$ cat src/gsim_pkg.sv
`default_nettype none

package gsim_pkg;

	localparam int N_DIM        = 16;
	localparam int ITER_COUNT   = 16;
	localparam int ROWS_PER_MAT = N_DIM + 1;

	localparam int MEM_AW    = 10;
	localparam int MEM_DW    = 256;
	localparam int COEF_W    = 16;
	localparam int X_W       = 32;
	localparam int ACC_W     = 48;
	localparam int FRAC_BITS = 16;
	localparam int IDX_W     = $clog2(N_DIM);
	localparam int ITER_W    = $clog2(ITER_COUNT);
	localparam int MAT_W     = 5;
	localparam int SOL_AW    = 9;

	typedef logic [MEM_AW-1:0]        mem_addr_t;
	typedef logic [MEM_DW-1:0]        mem_word_t;
	typedef logic signed [COEF_W-1:0] coef_t;
	// Q16.16
	typedef logic signed [X_W-1:0]    x_t;
	typedef logic signed [ACC_W-1:0]  acc_t;
	typedef logic [IDX_W-1:0]         idx_t;
	typedef logic [ITER_W-1:0]        iter_t;
	typedef logic [MAT_W-1:0]         mat_cnt_t;
	typedef logic [SOL_AW-1:0]        sol_addr_t;

	typedef enum logic [1:0] {
		OP_NOP   = 2'd0,
		OP_MAC   = 2'd1,
		OP_SOLVE = 2'd2
	} gsim_op_e;

	typedef enum logic [2:0] {
		ST_IDLE      = 3'd0,
		ST_FETCH_B   = 3'd1,
		ST_FETCH_ROW = 3'd2,
		ST_ISSUE     = 3'd3,
		ST_WAIT_X    = 3'd4,
		ST_DONE      = 3'd5
	} gsim_state_e;

endpackage

`default_nettype wire

$ cat src/gsim_decode.sv
`default_nettype none

module gsim_decode (
	input  logic                i_clk,
	input  logic                i_reset,
	input  logic                i_module_en,
	input  gsim_pkg::mat_cnt_t  i_matrix_num,
	output logic                o_proc_done,
	output logic                o_mem_rreq,
	output gsim_pkg::mem_addr_t o_mem_addr,
	input  logic                i_mem_rrdy,
	input  gsim_pkg::mem_word_t i_mem_dout,
	output gsim_pkg::gsim_op_e  o_op,
	output gsim_pkg::idx_t      o_row,
	output gsim_pkg::idx_t      o_col,
	output gsim_pkg::coef_t     o_coef,
	output gsim_pkg::coef_t     o_rhs,
	output logic                o_last_iter,
	input  logic                i_x_upd
);
	import gsim_pkg::*;

	gsim_state_e state;
	mat_cnt_t    mat_total;
	mat_cnt_t    mat;
	iter_t       iter;
	idx_t        row;
	idx_t        col;
	idx_t        col_nxt;
	mem_word_t   row_buf;
	mem_word_t   b_buf;
	mem_addr_t   mat_base;
	logic        done_q;
	logic        last_row;
	logic        last_iter;
	logic        last_mat;

	assign mat_base  = mem_addr_t'(mat * ROWS_PER_MAT);
	assign last_row  = (row == idx_t'(N_DIM - 1));
	assign last_iter = (iter == iter_t'(ITER_COUNT - 1));
	assign last_mat  = (mat == mat_cnt_t'(mat_total - 1'b1));

	assign o_proc_done = done_q;

	// next column hops over the diagonal and lands on row for the solve
	always_comb begin
		if (col == idx_t'(N_DIM - 1)) begin
			col_nxt = row;
		end else if ((col + 1'b1 == row) && !last_row) begin
			col_nxt = col + 2'd2;
		end else begin
			col_nxt = col + 1'b1;
		end
	end

	always_ff @(posedge i_clk or posedge i_reset) begin
		if (i_reset) begin
			state       <= ST_IDLE;
			mat_total   <= '0;
			mat         <= '0;
			iter        <= '0;
			row         <= '0;
			col         <= '0;
			done_q      <= 1'b0;
			o_mem_rreq  <= 1'b0;
			o_mem_addr  <= '0;
			o_op        <= OP_NOP;
			o_row       <= '0;
			o_col       <= '0;
			o_coef      <= '0;
			o_rhs       <= '0;
			o_last_iter <= 1'b0;
		end else begin
			o_op   <= OP_NOP;
			done_q <= (state == ST_DONE) && i_module_en;
			case (state)
				ST_IDLE: begin
					if (i_module_en) begin
						mat_total <= i_matrix_num;
						mat       <= '0;
						iter      <= '0;
						row       <= '0;
						state     <= ST_FETCH_B;
					end
				end
				ST_FETCH_B: begin
					if (!o_mem_rreq) begin
						o_mem_rreq <= 1'b1;
						o_mem_addr <= mat_base + mem_addr_t'(N_DIM);
					end else if (i_mem_rrdy) begin
						o_mem_rreq <= 1'b0;
						state      <= ST_FETCH_ROW;
					end
				end
				ST_FETCH_ROW: begin
					if (!o_mem_rreq) begin
						o_mem_rreq <= 1'b1;
						o_mem_addr <= mat_base + mem_addr_t'(row);
					end else if (i_mem_rrdy) begin
						o_mem_rreq <= 1'b0;
						col        <= (row == '0) ? idx_t'(1) : '0;
						state      <= ST_ISSUE;
					end
				end
				ST_ISSUE: begin
					o_row       <= row;
					o_col       <= col;
					o_last_iter <= last_iter;
					if (col == row) begin
						// diagonal slot carries the reciprocal
						o_op   <= OP_SOLVE;
						o_coef <= row_buf[row*COEF_W +: COEF_W];
						o_rhs  <= b_buf[row*COEF_W +: COEF_W];
						state  <= ST_WAIT_X;
					end else begin
						o_op   <= OP_MAC;
						o_coef <= row_buf[col*COEF_W +: COEF_W];
						col    <= col_nxt;
					end
				end
				ST_WAIT_X: begin
					if (i_x_upd) begin
						row <= row + 1'b1;
						if (!last_row) begin
							state <= ST_FETCH_ROW;
						end else if (!last_iter) begin
							iter  <= iter + 1'b1;
							state <= ST_FETCH_ROW;
						end else if (!last_mat) begin
							iter  <= '0;
							mat   <= mat + 1'b1;
							state <= ST_FETCH_B;
						end else begin
							iter  <= '0;
							state <= ST_DONE;
						end
					end
				end
				ST_DONE: begin
					if (!i_module_en) begin
						state <= ST_IDLE;
					end
				end
				default: begin
					state <= ST_IDLE;
				end
			endcase
		end
	end

	// b row kept for the whole matrix
	always_ff @(posedge i_clk) begin
		if (o_mem_rreq && i_mem_rrdy) begin
			if (state == ST_FETCH_B) begin
				b_buf <= i_mem_dout;
			end else begin
				row_buf <= i_mem_dout;
			end
		end
	end

	a_addr_hold: assert property (@(posedge i_clk) disable iff (i_reset)
		(o_mem_rreq && !i_mem_rrdy) |=> $stable(o_mem_addr));

endmodule

`default_nettype wire

$ cat src/gsim_execute.sv
`default_nettype none

module gsim_execute (
	input  logic               i_clk,
	input  logic               i_reset,
	input  gsim_pkg::gsim_op_e i_op,
	input  gsim_pkg::idx_t     i_row,
	input  gsim_pkg::idx_t     i_col,
	input  gsim_pkg::coef_t    i_coef,
	input  gsim_pkg::coef_t    i_rhs,
	input  logic               i_last_iter,
	output logic               o_x_upd,
	output gsim_pkg::idx_t     o_x_row,
	output gsim_pkg::x_t       o_x_val,
	output logic               o_x_last
);
	import gsim_pkg::*;

	x_t    x_reg [N_DIM];
	logic  new_mat;
	logic  clr_x;
	x_t    x_rd;
	acc_t  mac_prod;

	logic  s1_mac;
	logic  s1_solve;
	logic  s1_last;
	acc_t  s1_prod;
	coef_t s1_recip;
	coef_t s1_rhs;
	idx_t  s1_row;
	acc_t  acc;

	logic  s2_solve;
	logic  s2_last;
	acc_t  s2_diff;
	coef_t s2_recip;
	idx_t  s2_row;

	logic signed [ACC_W+COEF_W:0] scaled;

	// first MAC of a new matrix is always row 0, column 1
	assign clr_x = new_mat && (i_op == OP_MAC) && (i_row == '0) && (i_col == idx_t'(1));
	assign x_rd  = clr_x ? '0 : x_reg[i_col];

	assign mac_prod = i_coef * x_rd;
	// reciprocal is unsigned Q0.16
	assign scaled   = s2_diff * $signed({1'b0, s2_recip});

	always_ff @(posedge i_clk or posedge i_reset) begin
		if (i_reset) begin
			new_mat <= 1'b1;
		end else if (clr_x) begin
			new_mat <= 1'b0;
		end else if ((i_op == OP_SOLVE) && i_last_iter && (i_row == idx_t'(N_DIM - 1))) begin
			new_mat <= 1'b1;
		end
	end

	always_ff @(posedge i_clk) begin
		if (clr_x) begin
			for (int k = 0; k < N_DIM; k++) begin
				x_reg[k] <= '0;
			end
		end else if (s2_solve) begin
			x_reg[s2_row] <= scaled[FRAC_BITS +: X_W];
		end
	end

	always_ff @(posedge i_clk or posedge i_reset) begin
		if (i_reset) begin
			s1_mac   <= 1'b0;
			s1_solve <= 1'b0;
			s2_solve <= 1'b0;
			o_x_upd  <= 1'b0;
			acc      <= '0;
		end else begin
			s1_mac   <= (i_op == OP_MAC);
			s1_solve <= (i_op == OP_SOLVE);
			s2_solve <= s1_solve;
			o_x_upd  <= s2_solve;
			// restart for the next row once the sum is taken
			if (s1_solve) begin
				acc <= '0;
			end else if (s1_mac) begin
				acc <= acc + s1_prod;
			end
		end
	end

	always_ff @(posedge i_clk) begin
		s1_prod  <= mac_prod;
		s1_recip <= i_coef;
		s1_rhs   <= i_rhs;
		s1_row   <= i_row;
		s1_last  <= i_last_iter;

		s2_diff  <= (acc_t'(s1_rhs) <<< FRAC_BITS) - acc;
		s2_recip <= s1_recip;
		s2_row   <= s1_row;
		s2_last  <= s1_last;

		o_x_row  <= s2_row;
		o_x_val  <= scaled[FRAC_BITS +: X_W];
		o_x_last <= s2_last;
	end

	a_no_diag_mac: assert property (@(posedge i_clk) disable iff (i_reset)
		(i_op == OP_MAC) |-> (i_col != i_row));

endmodule

`default_nettype wire

$ cat src/gsim_result.sv
`default_nettype none

module gsim_result (
	input  logic                i_clk,
	input  logic                i_reset,
	input  logic                i_x_upd,
	input  gsim_pkg::idx_t      i_x_row,
	input  gsim_pkg::x_t        i_x_val,
	input  logic                i_x_last,
	output logic                o_x_wen,
	output gsim_pkg::sol_addr_t o_x_addr,
	output gsim_pkg::x_t        o_x_data
);
	import gsim_pkg::*;

	logic fin_upd;
	idx_t prev_row;

	assign fin_upd = i_x_upd && i_x_last;

	always_ff @(posedge i_clk or posedge i_reset) begin
		if (i_reset) begin
			o_x_wen  <= 1'b0;
			o_x_addr <= '0;
			prev_row <= idx_t'(N_DIM - 1);
		end else begin
			o_x_wen <= fin_upd;
			// address only moves after a write
			if (o_x_wen) begin
				o_x_addr <= o_x_addr + 1'b1;
			end
			if (fin_upd) begin
				prev_row <= i_x_row;
			end
		end
	end

	always_ff @(posedge i_clk) begin
		if (fin_upd) begin
			o_x_data <= i_x_val;
		end
	end

	a_row_order: assert property (@(posedge i_clk) disable iff (i_reset)
		fin_upd |-> (i_x_row == idx_t'(prev_row + 1'b1)));

endmodule

`default_nettype wire

$ cat src/gsim_top.sv
`default_nettype none

module gsim_top (
	input  logic                i_clk,
	input  logic                i_reset,
	input  logic                i_module_en,
	input  gsim_pkg::mat_cnt_t  i_matrix_num,
	output logic                o_proc_done,
	output logic                o_mem_rreq,
	output gsim_pkg::mem_addr_t o_mem_addr,
	input  logic                i_mem_rrdy,
	input  gsim_pkg::mem_word_t i_mem_dout,
	output logic                o_x_wen,
	output gsim_pkg::sol_addr_t o_x_addr,
	output gsim_pkg::x_t        o_x_data
);
	import gsim_pkg::*;

	gsim_op_e op;
	idx_t     op_row;
	idx_t     op_col;
	coef_t    op_coef;
	coef_t    op_rhs;
	logic     op_last_iter;

	logic     x_upd;
	idx_t     x_row;
	x_t       x_val;
	logic     x_last;

	gsim_decode u_decode (
		.i_clk        (i_clk),
		.i_reset      (i_reset),
		.i_module_en  (i_module_en),
		.i_matrix_num (i_matrix_num),
		.o_proc_done  (o_proc_done),
		.o_mem_rreq   (o_mem_rreq),
		.o_mem_addr   (o_mem_addr),
		.i_mem_rrdy   (i_mem_rrdy),
		.i_mem_dout   (i_mem_dout),
		.o_op         (op),
		.o_row        (op_row),
		.o_col        (op_col),
		.o_coef       (op_coef),
		.o_rhs        (op_rhs),
		.o_last_iter  (op_last_iter),
		.i_x_upd      (x_upd)
	);

	gsim_execute u_execute (
		.i_clk       (i_clk),
		.i_reset     (i_reset),
		.i_op        (op),
		.i_row       (op_row),
		.i_col       (op_col),
		.i_coef      (op_coef),
		.i_rhs       (op_rhs),
		.i_last_iter (op_last_iter),
		.o_x_upd     (x_upd),
		.o_x_row     (x_row),
		.o_x_val     (x_val),
		.o_x_last    (x_last)
	);

	gsim_result u_result (
		.i_clk    (i_clk),
		.i_reset  (i_reset),
		.i_x_upd  (x_upd),
		.i_x_row  (x_row),
		.i_x_val  (x_val),
		.i_x_last (x_last),
		.o_x_wen  (o_x_wen),
		.o_x_addr (o_x_addr),
		.o_x_data (o_x_data)
	);

endmodule

`default_nettype wire

$ cat config.mk
export PLATFORM = sky130hd
export DESIGN_NAME = gsim_top
export DESIGN_NICKNAME = d
export VERILOG_FILES = /design/src/gsim_pkg.sv /design/src/gsim_decode.sv /design/src/gsim_execute.sv /design/src/gsim_result.sv /design/src/gsim_top.sv
export SDC_FILE = /design/constraint.sdc
export NUM_CORES = 2
export LEC_CHECK = 0
export BUFFER_PORTS_ARGS = -buffer_cell sky130_fd_sc_hd__buf_4
export CORE_MARGIN = 5
export CORE_UTILIZATION = 39
export DETAILED_ROUTE_END_ITERATION = 8
export GPL_TIMING_DRIVEN = 0
export RECOVER_POWER = 25
export SETUP_SLACK_MARGIN = 0.5
export SLEW_MARGIN = 10
export SYNTH_ARGS = -nofsm -noshare
export SYNTH_HDL_FRONTEND = slang
export SYNTH_SLANG_ARGS = --single-unit
$ cat constraint.sdc
create_clock -name i_clk -period 38.7 [get_ports i_clk]
set_input_delay 1.935 -clock i_clk [delete_from_list [all_inputs] [get_ports i_clk]]
set_output_delay 1.935 -clock i_clk [all_outputs]
set_load 0.05 [all_outputs]
# ---- Word level (Yosys, flattened, before mapping)
# Memory sizes are Yosys's and may differ from the RTL's.
# Index checks and enable logic that the tools add are counted.
dict set report totals {
  out_inout_bits 54
  n_memories 1
  register_bits 874
  ramBits 512
}
dict set report classes {
  eq_ne 29
  n_bitwise 1
  addsub 11
  n_mul 3
  shifts 3
  reduce_logical 30
  mux 53
}
# memory depth width rd rd_ports_with_merged_regs write_ports line_no
set memory_table {}
lappend memory_table {u_execute.x_reg 16 32 1 0 16 gsim_execute.sv:19} ;# x_t x_reg [N_DIM];
# op n
set op_table {}
lappend op_table {{$shiftx A256 B9 Y16} 3}
lappend op_table {{$mux W48} 2}
lappend op_table {{$mux W32} 2}
lappend op_table {{$add A48 B48 Y48} 1}
lappend op_table {{$mul A16 B32 Y48} 1}
lappend op_table {{$mul A48 B17 Y48} 1}
lappend op_table {{$sub A32 B48 Y48} 1}
lappend op_table {{$mux W4} 11}
lappend op_table {{$mux W3} 11}
lappend op_table {{$reduce_or A32 Y1} 1}
lappend op_table {{$mux W5} 5}
lappend op_table {{$pmux W4 S2} 3}
lappend op_table {{$mux W10} 2}
lappend op_table {{$pmux W10 S2} 1}
lappend op_table {{$pmux W3 S6} 1}
lappend op_table {{$eq A4 B4 Y1 const B} 4}
lappend op_table {{$mux W16} 1}
lappend op_table {{$ne A2 B2 Y1 const B} 8}
lappend op_table {{$add A4 B1 Y4 const B} 3}
lappend op_table {{$ne A2 B1 Y1 const B} 6}
lappend op_table {{$mux W1} 11}
lappend op_table {{$add A10 B4 Y10} 1}
lappend op_table {{$add A10 B5 Y10 const B} 1}
lappend op_table {{$mul A5 B5 Y10 const B} 1}
lappend op_table {{other kinds (26)} 48}

# ---- Logic depth before layout (Yosys ltp)
dict set report depth {
  word_depth 8
  ltp_mapped 35
  ltp_nobuf 30
}

# ---- By module
# From an unflattened synthesis, not the netlist that was laid out.
dict set report hier_totals {
  cells_unflattened 7821
  hier_area_um2 93712.4
}
# mod cells_per_inst area_each_um2 seq_area_each_um2 instances
set modules_own_cells {}
lappend modules_own_cells {gsim_execute 6582 68978.7 20525.9 1}
lappend modules_own_cells {gsim_decode 1174 23358.7 17376.7 1}
lappend modules_own_cells {gsim_result 65 1375.1 1211.2 1}

# ---- Worst setup path after synthesis
# OpenSTA, ideal clock, no wires.
dict set report synth_timing {
  path_type {input-to-reg}
  startpoint {in i_mem_rrdy}
  endpoint {reg u_decode.row_buf[0] (enable)}
  stages 2
  slack_ps 24551
  arrival_ps 13240
  required_ps 37791
  setup_time_ps 909
  cell_sequence {nand2_1 nor2b_1}
}
dict set report synth_between {
  elab_chain_cells 2
}
# element line_no
set synth_lines {}
lappend synth_lines {{start, declared} gsim_top.sv:11} ;# input logic i_mem_rrdy,
lappend synth_lines {{$logic_and A1 B1 Y1} gsim_decode.sv:153} ;# if (o_mem_rreq && i_mem_rrdy) begin
lappend synth_lines {{$reduce_and A2 Y1 (no line)} --}
lappend synth_lines {{end signal, assigned} gsim_decode.sv:157} ;# row_buf <= i_mem_dout;
lappend synth_lines {{end, declared} gsim_decode.sv:30} ;# mem_word_t row_buf;
# No other way between the ends.
# A chain may end at the register's enable or synchronous reset.

# ---- Worst setup path after layout
dict set report layout_timing {
  startpoint {reg u_decode.o_col[2]}
  endpoint {reg u_execute.s1_prod[47]}
}
dict set report layout_between {
  elab_chain_cells 4
  elab_cells_between_ends 5
}
# element line_no
set layout_lines {}
lappend layout_lines {{start, declared} gsim_decode.sv:15} ;# output gsim_pkg::idx_t o_col,
lappend layout_lines {{start signal, assigned} gsim_decode.sv:107} ;# o_col <= col;
lappend layout_lines {{parallel branches: the longest is 2 deep, another holds $mem_v2 Z16 W32} --}
lappend layout_lines {{$mux W32 (*)} gsim_execute.sv:44} ;# assign x_rd = clr_x ? '0 : x_reg[i_col];
lappend layout_lines {{$mul A16 B32 Y48 (*)} gsim_execute.sv:46} ;# assign mac_prod = i_coef * x_rd;
lappend layout_lines {{net u_execute.mac_prod[47]} gsim_execute.sv:23} ;# acc_t mac_prod;
lappend layout_lines {{end signal, assigned} gsim_execute.sv:92} ;# s1_prod <= mac_prod;
lappend layout_lines {{end, declared} gsim_execute.sv:28} ;# acc_t s1_prod;
# Mark *: on every way through the listed nets, which the timed path passes.

==> impl_metrics.csv <==
group,metric,value,unit
timing,max_freq,0.09460,GHz
timing,tightest_slew,4009,ps
setup_path,critical-path-max-stage-delay,680,ps
setup_path,timing_worst_setup_path_type,"flip-flop to flip-flop",
clock_network,cts_tree,"done",
setup_path,crit_path_max_fanout,10,
hold_path,min_path_type,"flip-flop to flip-flop",
clock_network,ctsHoldBuffers,0,
synth,synth_top_cell_by_area,"edfxtp_1",
synth,syn_nets,9598,
setup_path,crit_arrival,11230,ps
setup_path,crit_slowest_cell,"buf_1",
routing,via_per_inst,5.293,
synth,yosysSeqAreaShare,0.4175,
run,maxCapViolations,2,
synth,synth_area,93500,µm²
timing,grt_setup_unrepaired,"false",
timing,skew,39.69,ps
clock_network,cts.sinks,1386,
clock_network,root_buffer,"clkbuf_16",
setup_path,crit_path_frequent_cell,"fa_1",
setup_path,end_kind,"flip-flop",
synth,syn_avg_cell_area,11.69,µm²
clock_network,postCtsSetupRepairBufs,0,
routing,wl_per_cell,24.50,µm
timing,slew_viol_final,103,
cells_and_area,final_nets,10130,
cells_and_area,nFillCells,22190,
setup_path,required,39350,ps
global_route,antenna_found_initial,80,
timing,finalHoldViolCount,0,
synth,synth_edf_count,1056,
synth,synthArstFlopShare,0.1032,
clock_network,clkTransAtPathRegs,60,ps
die,die_area,249600,µm²
cells_and_area,largest_reg_flops,512,
clock_network,cts.repair.resized,0,
synth,synth_cells,7998,
cells_and_area,synthToLayoutAreaGrowth,12.80,%
cells_and_area,final_layout_size_suffix_gt1_frac,0.09264,
synth,synth_cell_types,82,
routing,drc,0,
cells_and_area,seq_area,39030,µm²
status,status,"finished with violations",
global_route,grt_remaining_overflow,0,
synth,synth_ff_type,"edfxtp_1",
global_route,grtUsageTotal,0.2314,
routing,ant_nets,0,
synth,synth_area_leaders,"edfxtp_1, fa_1, mux4_2, inv_1, ha_1",
routing,drtIter0Drc,5781,
synth,synth_warnings,0,
die,core_area,238300,µm²
clock_network,clkLatencyLatePin,810,ps
timing,relSlewSlack,-1.688,
routing,dr.pass1.iters,6,
clock_network,cts_max_level,4,
die,dieWidth,499.6,µm
cells_and_area,multi_input_area,48640,µm²
timing,finalCritPeriodShare,0.2732,
place,place_hpwl,230800,µm
die,ios,319,
status,violations,"max-capacitance violations, max-slew violations",
timing,setup_viol_count_final,0,
routing,via_count,62710,
synth,synth_top_area_frac,0.3391,
synth,ys_seq_elements,1386,
global_route,grt_pass1_vias,65660,
die,rows,179,
clock_network,clk_path_buf_depth,3,
timing,tns,0,ps
clock_network,cts_made_buffers,141,
die,fp.dieH,499.6,µm
die,start_util,0.3924,
global_route,grt_pass1_wl,430800,µm
global_route,grt_max_degree,86,
timing,fin_crit,10570,ps
timing,holdWs,325.7,ps
routing,totalWireLength,290200,µm
setup_path,critPathLaunchType,"flip-flop",
place,place_congestion,0.9672,
place,io_buffers,318,
-- worst max-delay path, delay by kind of cell (launching register included) --
kind / cells / cell delay (ps)
AOI/OAI and AO/OA: 7 / 1970
buffers and inverters: 10 / 2890
and+or+nand+nor: 8 / 1900
DFF: 1 / 320
adders and majority gates: 7 / 3220
xor gates and xnor gates: 1 / 100
-- final timing paths --
check / start / slack (ps) / depth (start not counted) / endpoint
worst max register to register: u_decode.o_col[2] / 28130 / 33 / u_execute.s1_prod[47]
worst min register to register: u_execute.s1_recip[3] / 330 / 0 / u_execute.s2_recip[3]
min in group asynchronous: i_reset / 2310 / 2 / u_decode.o_mem_addr[8]
max in group asynchronous: i_reset / 34490 / 2 / u_decode.o_coef[14]
worst max-delay path: u_decode.o_col[2] / 28130 / 33 / u_execute.s1_prod[47]
worst min-delay path: u_execute.s1_recip[3] / 330 / 0 / u_execute.s2_recip[3]
-- logic make-up after synthesis --
logic type / count (synthesis) / synth area share
AO/OA/AOI/OAI: 682 / 0.04697
XOR/XNOR: 229 / 0.02145
adder cells (fa/ha/maj): 1335 / 0.2601
buffers and inverters: 1605 / 0.06482
flip-flops: 1386 / 0.4175
multiplexers: 403 / 0.07274
AND/OR/NAND/NOR: 2358 / 0.1165
-- Yosys cell counts (69+ instances only) --
cell	instances
inv_1	1190
edfxtp_1	1056
fa_1	1014
nand2_1	801
nor2_1	728
and2_1	555
clkbuf_1	357
ha_1	321
mux4_2	219
a21oi_1	194
dfxtp_1	187
mux2i_1	162
xnor2_1	144
dfrtp_1	142
o21ai_0	124
a21o_1	90
xor2_1	85
nor3_1	69
-- stage by stage --
step | worst slack (ps) | util | area (µm²) | cells
after floorplan | 24550 | - | 93500 | 7998
after global placement | 18860 | 0.4190 | 99850 | 11480
after detailed placement | 28150 | 0.4249 | 101300 | 11550
after CTS | 28140 | 0.4447 | 106000 | 11810
after global routing | 27620 | 0.4423 | 105400 | 11820
final | 28130 | 0.4426 | 105500 | 11850
-- layer usage --
layer	GRT usage	part of all wire	vias to the layer above
met5	0	0.0017	-
met4	0.08779	0.046	78
met3	0.05499	0.091	563
met2	0.3729	0.46	2626
met1	0.3052	0.40	32140
li1	-	-	27300
-- placed cells by master (no fill, tap or decap), types with 26 or more instances in the layout --
master / Yosys / final
and2_1: 555 / 554
xnor2_1: 144 / 142
nand2_1: 801 / 785
clkbuf_16: 0 / 145
a21oi_1: 194 / 194
fa_1: 1014 / 1014
ha_1: 321 / 321
buf_2: 29 / 34
mux2i_1: 162 / 162
inv_1: 1190 / 1189
dfxtp_1: 187 / 187
diode_2: 0 / 34
mux4_2: 219 / 219
dfrtp_1: 142 / 142
a21o_1: 90 / 90
xor2_1: 85 / 85
o221ai_1: 33 / 33
clkbuf_4: 0 / 106
o21bai_1: 30 / 30
edfxtp_1: 1056 / 1056
clkbuf_1: 357 / 537
buf_4: 0 / 60
nor2_1: 728 / 727
o22ai_1: 40 / 40
buf_6: 0 / 27
nand3_1: 45 / 45
a211oi_1: 34 / 34
buf_12: 0 / 30
nor3_2: 0 / 32
nor3_1: 69 / 37
a31oi_1: 26 / 26
o21ai_0: 124 / 124
-- area by class of cell --
| type | count | share of cell area |
|---|---|---|
| tap | 3167 | 0.03757 |
| antenna | 34 | 0.0008067 |
| multi-input combinational | 5007 | 0.4612 |
| timing repair buffer | 386 | 0.02809 |
| sequential | 1386 | 0.3701 |
| clock inverter | 78 | 0.008115 |
| clock buffer | 184 | 0.03655 |
| inverter | 1191 | 0.04240 |
| buffer | 414 | 0.01520 |
Power is not shown: default switching activity piles up to over one toggle a cycle in this logic, so the estimate is an artifact.
